[src/logic/bus_pkg.sv]
`default_nettype none

package bus_pkg;

    localparam int unsigned ADDR_W = 64;
    localparam int unsigned DATA_W = 64;

    typedef logic [ADDR_W-1:0] addr_t;
    typedef logic [DATA_W-1:0] beat_t;

    // size code carried by every instruction read
    localparam logic [7:0] READ_SIZE = 8'h0F;

    // requester phases: issue, address handshake, data handshake
    typedef enum logic [1:0] {
        REQ_IDLE = 2'd0,
        REQ_ADDR = 2'd1,
        REQ_DATA = 2'd2
    } req_state_t;

endpackage

`default_nettype wire

[src/logic/core_pkg.sv]
`default_nettype none

package core_pkg;

    // architectural widths of the core
    localparam int unsigned XLEN = 64;
    localparam int unsigned ILEN = 32;

    // program counter and general address value
    typedef logic [XLEN-1:0] pc_t;

    // one uncompressed instruction word
    typedef logic [ILEN-1:0] inst_t;

    // first fetch address after reset
    localparam pc_t RESET_PC = 64'h0000_0000_8000_0000;

    // sequential advance, no compressed instructions
    localparam pc_t INST_STEP = 64'd4;

endpackage

`default_nettype wire

[src/logic/fetch_bus_requester.sv]
`default_nettype none

module fetch_bus_requester (
    input  wire                logic clk,
    input  wire                logic reset_i,
    input  wire core_pkg::pc_t       cur_pc_i,

    // read address channel
    output logic                     rd_addr_valid_o,
    output bus_pkg::addr_t           rd_addr_o,
    output logic [7:0]               rd_size_o,
    input  wire                logic rd_addr_ready_i,

    // read data channel
    input  wire                logic rd_data_valid_i,
    input  wire bus_pkg::beat_t      rd_data_i,
    output logic                     rd_data_ready_o,

    // one-cycle response towards the aligner
    output logic                     resp_valid_o,
    output bus_pkg::addr_t           resp_addr_o,
    output bus_pkg::beat_t           resp_data_o
);

    bus_pkg::req_state_t state_q;

    logic           addr_valid_q;
    logic           data_ready_q;
    logic           resp_valid_q;
    bus_pkg::addr_t addr_q;
    bus_pkg::addr_t resp_addr_q;
    bus_pkg::beat_t resp_data_q;

    logic addr_fire;
    logic data_fire;

    assign addr_fire = addr_valid_q && rd_addr_ready_i;
    assign data_fire = data_ready_q && rd_data_valid_i;

    // one request in flight, idle -> addr -> data -> idle
    always_ff @(posedge clk) begin
        if (reset_i) begin
            state_q      <= bus_pkg::REQ_IDLE;
            addr_valid_q <= 1'b0;
            data_ready_q <= 1'b0;
            resp_valid_q <= 1'b0;
        end else begin
            resp_valid_q <= 1'b0;
            case (state_q)
                bus_pkg::REQ_IDLE: begin
                    state_q      <= bus_pkg::REQ_ADDR;
                    addr_valid_q <= 1'b1;
                end
                bus_pkg::REQ_ADDR: begin
                    // hold address until the slave takes it
                    if (addr_fire) begin
                        state_q      <= bus_pkg::REQ_DATA;
                        addr_valid_q <= 1'b0;
                        data_ready_q <= 1'b1;
                    end
                end
                bus_pkg::REQ_DATA: begin
                    if (data_fire) begin
                        state_q      <= bus_pkg::REQ_IDLE;
                        data_ready_q <= 1'b0;
                        resp_valid_q <= 1'b1;
                    end
                end
                default: begin
                    state_q      <= bus_pkg::REQ_IDLE;
                    addr_valid_q <= 1'b0;
                    data_ready_q <= 1'b0;
                end
            endcase
        end
    end

    // request address snapshot and response payload
    always_ff @(posedge clk) begin
        if (state_q == bus_pkg::REQ_IDLE) begin
            addr_q <= cur_pc_i;
        end
        // every beat goes on, stale or not, the aligner decides
        if (data_fire) begin
            resp_addr_q <= addr_q;
            resp_data_q <= rd_data_i;
        end
    end

    assign rd_addr_valid_o = addr_valid_q;
    assign rd_addr_o       = addr_q;
    assign rd_size_o       = bus_pkg::READ_SIZE;
    assign rd_data_ready_o = data_ready_q;

    assign resp_valid_o = resp_valid_q;
    assign resp_addr_o  = resp_addr_q;
    assign resp_data_o  = resp_data_q;

    // address channel must not change under a pending handshake
    a_addr_stable: assert property (@(posedge clk) disable iff (reset_i)
        (rd_addr_valid_o && !rd_addr_ready_i) |=> (rd_addr_valid_o && $stable(rd_addr_o)));

    // no data accepted before the address has gone out
    a_no_ready_in_addr: assert property (@(posedge clk) disable iff (reset_i)
        (state_q == bus_pkg::REQ_ADDR) |-> !rd_data_ready_o);

endmodule

`default_nettype wire

[src/logic/fetch_stage.sv]
`default_nettype none

module fetch_stage (
    input  wire                logic clk,
    input  wire                logic reset_i,

    // instruction read bus
    output logic                     rd_addr_valid_o,
    output bus_pkg::addr_t           rd_addr_o,
    output logic [7:0]               rd_size_o,
    input  wire                logic rd_addr_ready_i,
    input  wire                logic rd_data_valid_i,
    input  wire bus_pkg::beat_t      rd_data_i,
    output logic                     rd_data_ready_o,

    // redirect sources
    input  wire                logic me_jal_i,
    input  wire                logic me_jalr_i,
    input  wire                logic me_branch_i,
    input  wire core_pkg::pc_t       me_alu_res_i,
    input  wire core_pkg::pc_t       me_pc_i,
    input  wire core_pkg::pc_t       me_imm_i,
    input  wire core_pkg::pc_t       me_rs1_data_i,
    input  wire                logic trap_i,
    input  wire core_pkg::pc_t       trap_vector_i,
    input  wire                logic stall_i,

    // to decode
    output core_pkg::inst_t          inst_o,
    output core_pkg::pc_t            inst_pc_o,
    output logic                     inst_valid_o
);

    core_pkg::pc_t  cur_pc;
    logic           resp_valid;
    bus_pkg::addr_t resp_addr;
    bus_pkg::beat_t resp_data;
    logic           delivered;

    fetch_bus_requester requester_i (
        .clk             (clk),
        .reset_i         (reset_i),
        .cur_pc_i        (cur_pc),
        .rd_addr_valid_o (rd_addr_valid_o),
        .rd_addr_o       (rd_addr_o),
        .rd_size_o       (rd_size_o),
        .rd_addr_ready_i (rd_addr_ready_i),
        .rd_data_valid_i (rd_data_valid_i),
        .rd_data_i       (rd_data_i),
        .rd_data_ready_o (rd_data_ready_o),
        .resp_valid_o    (resp_valid),
        .resp_addr_o     (resp_addr),
        .resp_data_o     (resp_data)
    );

    pc_redirect_unit redirect_i (
        .clk           (clk),
        .reset_i       (reset_i),
        .me_jal_i      (me_jal_i),
        .me_jalr_i     (me_jalr_i),
        .me_branch_i   (me_branch_i),
        .me_alu_res_i  (me_alu_res_i),
        .me_pc_i       (me_pc_i),
        .me_imm_i      (me_imm_i),
        .me_rs1_data_i (me_rs1_data_i),
        .trap_i        (trap_i),
        .trap_vector_i (trap_vector_i),
        .stall_i       (stall_i),
        .delivered_i   (delivered),
        .cur_pc_o      (cur_pc)
    );

    inst_aligner aligner_i (
        .clk          (clk),
        .reset_i      (reset_i),
        .cur_pc_i     (cur_pc),
        .resp_valid_i (resp_valid),
        .resp_addr_i  (resp_addr),
        .resp_data_i  (resp_data),
        .inst_o       (inst_o),
        .inst_pc_o    (inst_pc_o),
        .inst_valid_o (inst_valid_o),
        .delivered_o  (delivered)
    );

endmodule

`default_nettype wire

[src/logic/inst_aligner.sv]
`default_nettype none

module inst_aligner (
    input  wire                logic clk,
    input  wire                logic reset_i,
    input  wire core_pkg::pc_t       cur_pc_i,

    // response from the bus requester
    input  wire                logic resp_valid_i,
    input  wire bus_pkg::addr_t      resp_addr_i,
    input  wire bus_pkg::beat_t      resp_data_i,

    output core_pkg::inst_t          inst_o,
    output core_pkg::pc_t            inst_pc_o,
    output logic                     inst_valid_o,
    output logic                     delivered_o
);

    core_pkg::inst_t inst_q;
    logic            inst_valid_q;

    // pc of the last instruction handed out
    core_pkg::pc_t inst_pc_q;
    logic          delivered_q;

    logic            accept;
    core_pkg::inst_t word;

    // only a response for the live pc, and only once
    assign accept = resp_valid_i && (resp_addr_i == cur_pc_i) && !delivered_o;

    // bit 2 picks the half of the 64-bit beat
    assign word = resp_addr_i[2] ? resp_data_i[63:32] : resp_data_i[31:0];

    always_ff @(posedge clk) begin
        if (reset_i) begin
            inst_valid_q <= 1'b0;
            delivered_q  <= 1'b0;
        end else begin
            inst_valid_q <= accept;
            if (accept) begin
                delivered_q <= 1'b1;
            end else if (inst_pc_q != cur_pc_i) begin
                delivered_q <= 1'b0;
            end
        end
    end

    always_ff @(posedge clk) begin
        if (accept) begin
            inst_q    <= word;
            inst_pc_q <= cur_pc_i;
        end
    end

    // drops in the same cycle the pc moves away
    assign delivered_o = delivered_q && (inst_pc_q == cur_pc_i);

    assign inst_o       = inst_q;
    assign inst_pc_o    = inst_pc_q;
    assign inst_valid_o = inst_valid_q;

endmodule

`default_nettype wire

[src/logic/pc_redirect_unit.sv]
`default_nettype none

module pc_redirect_unit (
    input  wire                logic clk,
    input  wire                logic reset_i,

    // resolved control flow from the memory stage
    input  wire                logic me_jal_i,
    input  wire                logic me_jalr_i,
    input  wire                logic me_branch_i,
    input  wire core_pkg::pc_t       me_alu_res_i,
    input  wire core_pkg::pc_t       me_pc_i,
    input  wire core_pkg::pc_t       me_imm_i,
    input  wire core_pkg::pc_t       me_rs1_data_i,

    // exception entry
    input  wire                logic trap_i,
    input  wire core_pkg::pc_t       trap_vector_i,

    input  wire                logic stall_i,
    input  wire                logic delivered_i,

    output core_pkg::pc_t            cur_pc_o
);

    core_pkg::pc_t pc_q;
    core_pkg::pc_t pc_d;
    core_pkg::pc_t jalr_sum;

    logic take_jump;
    logic redirect;
    logic seq_step;

    // branch compare result of zero means taken
    assign take_jump = me_jal_i || (me_branch_i && (me_alu_res_i == '0));
    assign jalr_sum  = me_rs1_data_i + me_imm_i;
    assign redirect  = take_jump || me_jalr_i || trap_i;

    // advance only once the current instruction went out
    assign seq_step = delivered_i && !stall_i;

    always_comb begin
        if (take_jump) begin
            pc_d = me_pc_i + me_imm_i;
        end else if (me_jalr_i) begin
            // jalr target has bit 0 forced low
            pc_d = jalr_sum & ~core_pkg::pc_t'(1);
        end else if (trap_i) begin
            pc_d = trap_vector_i;
        end else if (seq_step) begin
            pc_d = pc_q + core_pkg::INST_STEP;
        end else begin
            pc_d = pc_q;
        end
    end

    always_ff @(posedge clk) begin
        if (reset_i) begin
            pc_q <= core_pkg::RESET_PC;
        end else begin
            pc_q <= pc_d;
        end
    end

    assign cur_pc_o = pc_q;

    // sequential flow never produces a misaligned pc
    a_seq_aligned: assert property (@(posedge clk) disable iff (reset_i)
        (seq_step && !redirect) |=> (cur_pc_o[1:0] == 2'b00));

endmodule

`default_nettype wire

[config.mk]
export PLATFORM = sky130hd
export DESIGN_NAME = fetch_stage
export DESIGN_NICKNAME = d
export VERILOG_FILES = /design/src/logic/bus_pkg.sv /design/src/logic/core_pkg.sv /design/src/logic/fetch_bus_requester.sv /design/src/logic/fetch_stage.sv /design/src/logic/inst_aligner.sv /design/src/logic/pc_redirect_unit.sv
export SDC_FILE = /design/constraint.sdc
export NUM_CORES = 1
export LEC_CHECK = 0
export BUFFER_PORTS_ARGS = -buffer_cell sky130_fd_sc_hd__buf_2
export CAP_MARGIN = 5
export CORE_AREA = 2 2 218 220
export CTS_BUF_LIST = sky130_fd_sc_hd__clkbuf_2 sky130_fd_sc_hd__clkbuf_4 sky130_fd_sc_hd__clkbuf_8
export DETAILED_ROUTE_END_ITERATION = 8
export DIE_AREA = 0 0 220 222
export PLACE_DENSITY = 0.8
export REMOVE_ABC_BUFFERS = 1
export SKIP_CTS_REPAIR_TIMING = 1
export SLEW_MARGIN = 40
export SYNTH_ARGS = -nofsm -noshare
export SYNTH_HDL_FRONTEND = slang
export SYNTH_SLANG_ARGS = --single-unit
[constraint.sdc]
create_clock -name clk -period 11 [get_ports clk]
set_input_delay 1.1 -clock clk [delete_from_list [all_inputs] [get_ports clk]]
set_output_delay 1.1 -clock clk [all_outputs]
set_load 0.05 [all_outputs]
# Word level (Yosys, flattened, before mapping)
# Cells that the tools add are included.
classes:
  add_sub_neg: 3
  mul: 0
  div_mod_pow: 0
  n_lt_le_gt_ge: 0
  n_eq_ne: 7
  shift: 0
  muxes: 16
  n_bitwise: 2
  reduce_logical: 18
ops:
  columns: ["op", "count"]
  rows:
  - ["2-to-1 mux 64 bit", 4]
  - ["adder 64 bit", 2]
  - ["== test 64 bit", 2]
  - ["adder 64 x 3 -> 64 bit (second input constant)", 1]
  - ["logical NOT 64 bit", 1]
  - ["inequality test 64 bit", 1]
  - ["2-to-1 mux 32 bit", 1]
  - ["logical AND 1 bit", 7]
  - ["2-to-1 mux 1 bit", 6]
  - ["one-hot mux 1 bit (3 select lines)", 2]
  - ["one-hot mux 2 bit (3 select lines)", 1]
  - ["2-to-1 mux 2 bit", 2]
  - ["inequality test 2 x 1 -> 1 bit (second input constant)", 2]
  - ["AND reduction 2 bit", 2]
  - ["nonzero test 4 bit", 1]
  - ["AND reduction 3 bit", 1]
  - ["== test 2 x 1 -> 1 bit (second input constant)", 1]
  - ["== test 2 bit (second input constant)", 1]
  - ["logical NOT 1 bit", 2]
  - ["logical NOT 2 bit", 1]
  - ["NOT 1 bit", 2]
  - ["nonzero test 2 bit", 1]
  - ["OR reduction 2 bit", 1]
  - ["logical OR 1 bit", 1]
word_totals:
  register_bits: 359
  latch_bits: 0
  ramBits: 0
  mem_bits_ro: 0
  in_bits: 393
  out_inout_bits: 171
  word_cells: 58
  n_memories: 0

# Longest topological paths before layout
depth:
  depth_word: 7
  ltp_mapped: 13
  ltp_nobuf: 12

# Modules after synthesis
# Synthesis repeated with hierarchy kept, for this count alone.
hier_totals:
  hier_cells: 2384
  area_unflattened_um2: 23362.4
modules_own_cells:
  columns: ["mod", "n_inst", "cells_each", "area_each_um2", "seq_area_each_um2"]
  rows:
  - ["pc_redirect_unit", 1, 1828, 12537.0, 1281.2]
  - ["fetch_bus_requester", 1, 221, 6010.8, 5865.6]
  - ["inst_aligner", 1, 335, 4814.6, 2922.8]

# Least setup slack after synthesis
# OpenSTA, ideal clock, no wires.
synth_timing:
  path_type: "reg-to-reg"
  start: "register redirect_i.pc_q[43] (netlist: redirect_i.cur_pc_o[43])"
  end: "register aligner_i.inst_q[0] (netlist: aligner_i.inst_o[0]) (enable)"
  setup_time_ps: 564
  arrival_ps: 5628
  t_required_ps: 10436
  slack_ps: 4808
  stages_incl_launch_ff: 8
  n_path_buf: 1
  period_less_slack_ps: 6192
  path_cell_list: "dfxtp_1 > clkbuf_1 > xor2_1 > nor4_1 > nand4_1 > nor4_1 > nand3_1 > nor2b_1"
synth_between:
  elab_chain_len: 4
  elab_cells_between_ends: 6
  cone_classes: "eq/ne (2); reduce/logical (4)"
synth_rtl:
  columns: ["element", "line_no", "rtl"]
  rows:
  - ["start, declared", "pc_redirect_unit.sv:26", "core_pkg::pc_t pc_q;"]
  - ["start signal, assigned", "pc_redirect_unit.sv:59", "pc_q <= core_pkg::RESET_PC;"]
  - ["start signal, assigned", "pc_redirect_unit.sv:61", "pc_q <= pc_d;"]
  - ["== test 64 bit", "inst_aligner.sv:57", "assign delivered_o = delivered_q && (inst_pc_q == cur_pc_i);"]
  - ["logical AND 1 bit", "inst_aligner.sv:57", null]
  - ["logical NOT 1 bit", "inst_aligner.sv:30", "assign accept = resp_valid_i && (resp_addr_i == cur_pc_i) && !delivered_o;"]
  - ["logical AND 1 bit *", "inst_aligner.sv:30", null]
  - ["via aligner_i.accept", "inst_aligner.sv:26", "logic accept;"]
  - ["end signal, assigned", "inst_aligner.sv:51", "inst_q <= word;"]
  - ["end, declared", "inst_aligner.sv:19", "core_pkg::inst_t inst_q;"]
# Mark *: on every way through the listed nets, which the timed path passes. The rest lies on a longest branch.
# A chain may end at the register's enable or synchronous reset.

# Final worst setup path
layout_timing:
  start: "input port me_imm_i[2]"
  end: "register redirect_i.pc_q[63] (netlist: redirect_i.cur_pc_o[63])"
layout_between:
  elab_chain_len: 3
  elab_cells_between_ends: 4
  cone_classes: "add/sub (2); mux (2)"
layout_rtl:
  columns: ["element", "line_no", "rtl"]
  rows:
  - ["start, declared", "fetch_stage.sv:22", "input wire core_pkg::pc_t me_imm_i,"]
  - ["adder 64 bit", "pc_redirect_unit.sv:36", "assign jalr_sum = me_rs1_data_i + me_imm_i;"]
  - ["2-to-1 mux 64 bit", "pc_redirect_unit.sv:45", "end else if (me_jalr_i) begin"]
  - ["2-to-1 mux 64 bit *", "pc_redirect_unit.sv:43", "if (take_jump) begin"]
# Mark *: on every way between the ends. The rest lies on a longest branch, timed or not.

==> impl_results.md <==
- Pwr dens: 140.8 nW/µm²
- Remaining DRCs: 0
- Worst EP arrival: 4940 ps
- Outcome: finished clean
- Max Clock Skew: 42.62 ps
- Max_cap viols: 0
- Critical Path Source Type: primary input
- Hold Startpoint: requester_i.rd_addr_o[37]$_DFFE_PP_
- Vias after detailed routing: 22,730
- Via count of the first global-routing pass: 21,510
- Max clock buf depth: 3
- Initial antenna violation count: 5
- Biggest area consumer among synthesized cells: edfxtp_1
- Total power: 0.003924 W
- Clock tree sinks: 359
- Layout cells sized above 1: 24.83%
- Post-DP Area: 26,720 µm²
- Commonest cells in the netlist: 288 x edfxtp_1, 218 x a21oi_1, 183 x nand2_1
- Slew HR: 39.96%
- Clk root buf: clkbuf_8
- Gpl congestion: 1.000
- Ys async rst share: 0%
- EDFF count, synth: 288
- Synth top area share: 36.66%
- Die W: 220 µm
- Synth Register Bits: 359
- Hold Vio Cnt, Final: 0
- GR Util All Layers: 37.01%
- Io pins: 564
- Final WL: 93.43 mm
- Die height: 222 µm
- Worst-Margin Slew: 899.2 ps
- Iteration count of the initial detailed-routing pass: 6
- Fin. max-slew vios: 0
- Die area: 48,840 µm²
- Hold/Removal Path Class: reg -> reg
- Max Freq: 227.5 MHz
- Clk_lat worst skew: 630 ps
- CP peak stage delay: 520 ps
- First-pass GRT wire length: 136.2 mm
- CTS clock-pin slew for the worst setup and hold paths: 70 ps
- Most used cell, CP: o21ai_0
- Initial Util: 50.99%
- Row count: 79
- Final ANT Viol Nets: 0
- RSZ-0062 raised after global routing: false
- Critical Path End Type: flip-flop
- Count leader, synth: edfxtp_1
- Crit share post-route: 39.96%
- Critical Path RT: 11,550 ps
- Final Cell Area: 27,870 µm²
- Post-Syn Area: 23,590 µm²
- Pin count of the biggest net entering global routing: 84
- Kind of critical path: in -> reg
- Mapped Cells: 2,448
- Starting DRT DRC Count: 3,005
- Vias per inst: 6.342
- Crit path cell chain: buf_2, ha_1, o21ai_0, o21ai_0, nand3_1, a21oi_1, a211oi_1, o31a_1, o221ai_1, nand4_1, mux2_2, a211oi_2
- I/O Buffers: 555
- Reg2Reg Launch Point: redirect_i.cur_pc_o[31]$_SDFFE_PP1P_
- Top_reg_cell synth: edfxtp_1
- Wire per inst: 26.08 µm
- Final net count: 3,451
- Core area: 46,260 µm²
- Slowest CP cell: o221ai_1
- Setup TNS: 0 ps
- Seq/Total Area, Yosys: 42.69%
- Grt total ovfl: 0
- CTS H-tree lvls: 2
- Fillcell total: 3,999
- CTS tree: built
- Num CTS Buffers: 53
- Cell variety after synth: 85
- Syn-to-layout area delta: 18.14%
- Final Critical Period: 4396 ps
- Critical Path Fanout Max: 5
- Synth top area cells: edfxtp_1 37%, ha_1 6.7%, xnor2_1 6.4%
- Final Setup Violations: 0
- Yosys warning total: 0
- Max VDD drop: 109.1 µV
- Post-DP HPWL: 74.77 mm
- CP startpoint: me_imm_i[2]
- Fin util: 60.24%
- Leakage power: 11.29 nW
- Post-synthesis area per instance: 9.636 µm²
## worst max-delay path: cells and delay by family
kind	cells	cell delay, ps
and+or+nand+nor	2	520
AOI/OAI and AO/OA	7	2530
muxes	1	320
buffers and inverters	1	110
adders and majority gates	1	350
## cells in the final DEF, fill, tap and decap left out, types with 21 or more instances in the layout
cell type    n
a211oi_1    46
a21o_1      64
a21oi_1    218
a221oi_1    22
buf_2      555
buf_4       22
clkbuf_8    56
dfxtp_1     71
edfxtp_1   288
ha_1       126
inv_1       68
mux2_2      40
mux2i_1     21
nand2_1    183
nand3_1     60
nand4_1     89
nor2_1     177
nor3_1      48
nor4_1      39
o211ai_1    32
o21ai_0    129
o21bai_1    31
xnor2_1    173
xor2_1      85
## report_power, final
| part | internal (W) | switching, W | leakage [nW] | total (W) |
|---|---|---|---|---|
| Sequential | 0.00156 | 0.000111 | 3.32 | 0.00167 |
| Clock | 0.000629 | 0.000523 | 0.598 | 0.00115 |
| Combinational | 0.000382 | 0.000719 | 7.37 | 0.00110 |
## layer usage
metal,track usage [%],vias up,routed length (µm)
li1,-,10160,-
met1,50.78,10880,37220
met2,57.73,1507,41600
met3,6.159,187,10250
met4,15.65,0,4355
met5,0,-,0
## worst paths after layout
check / end / slack (ps) / cells past startpoint
setup reg to reg: aligner_i.inst_o[12]$_DFFE_PP_ / 6930 / 8
hold / removal: requester_i.resp_addr_o[37]$_DFFE_PP_ / 440 / 0
setup / recovery: redirect_i.cur_pc_o[63]$_SDFFE_PP0P_ / 6600 / 12
hold reg to reg: requester_i.resp_addr_o[37]$_DFFE_PP_ / 440 / 0
## state kept, by name (all words and copies together), names as in the netlist
| name | flops |
|---|---|
| redirect_i.cur_pc_o | 64 |
| aligner_i.inst_pc_o | 64 |
| requester_i.resp_addr_o | 64 |
| requester_i.rd_addr_valid_o | 1 |
| aligner_i.inst_o | 32 |
| requester_i.rd_data_ready_o | 1 |
| aligner_i.inst_valid_o | 1 |
| requester_i.state_q | 2 |
| requester_i.rd_addr_o | 64 |
| aligner_i.delivered_q | 1 |
| requester_i.resp_data_o | 64 |
| requester_i.resp_valid_o | 1 |
## cells by family after synthesis
kind of cell    count (synthesis)  synth area share, %
fa+ha+maj                     128                6.853
buf+inv                       230                3.920
flops                         359                42.69
xor+xnor                      258                9.579
simple gates                  696                14.34
other cells                     2              0.03184
mux                            61                2.801
compound gates                714                19.79
## metrics by stage
stage,worst slack [ps],hold WS (ps),instances
after CTS,6766,441.6,3579
final,6604,438.9,3583
after global placement,6148,427.5,3482
after global routing,6529,456.1,3582
after floorplan,4502,425.6,2295
after detailed placement,6132,428.8,3482
## area by class of cell
type                    instances  area (µm²)  share of cell area, %
clock inverters                23       224.0                 0.8037
diodes                          4       10.01                0.03592
flip-flops and latches        359       10070                  36.13
inverters                      71       269.0                 0.9653
multi-input cells            1865       12650                  45.40
clock buffers                  74       905.9                  3.251
repair buffers                580        2977                  10.68
well taps                     607       759.5                  2.725
Note: power is estimated with default switching activity, not from simulation.
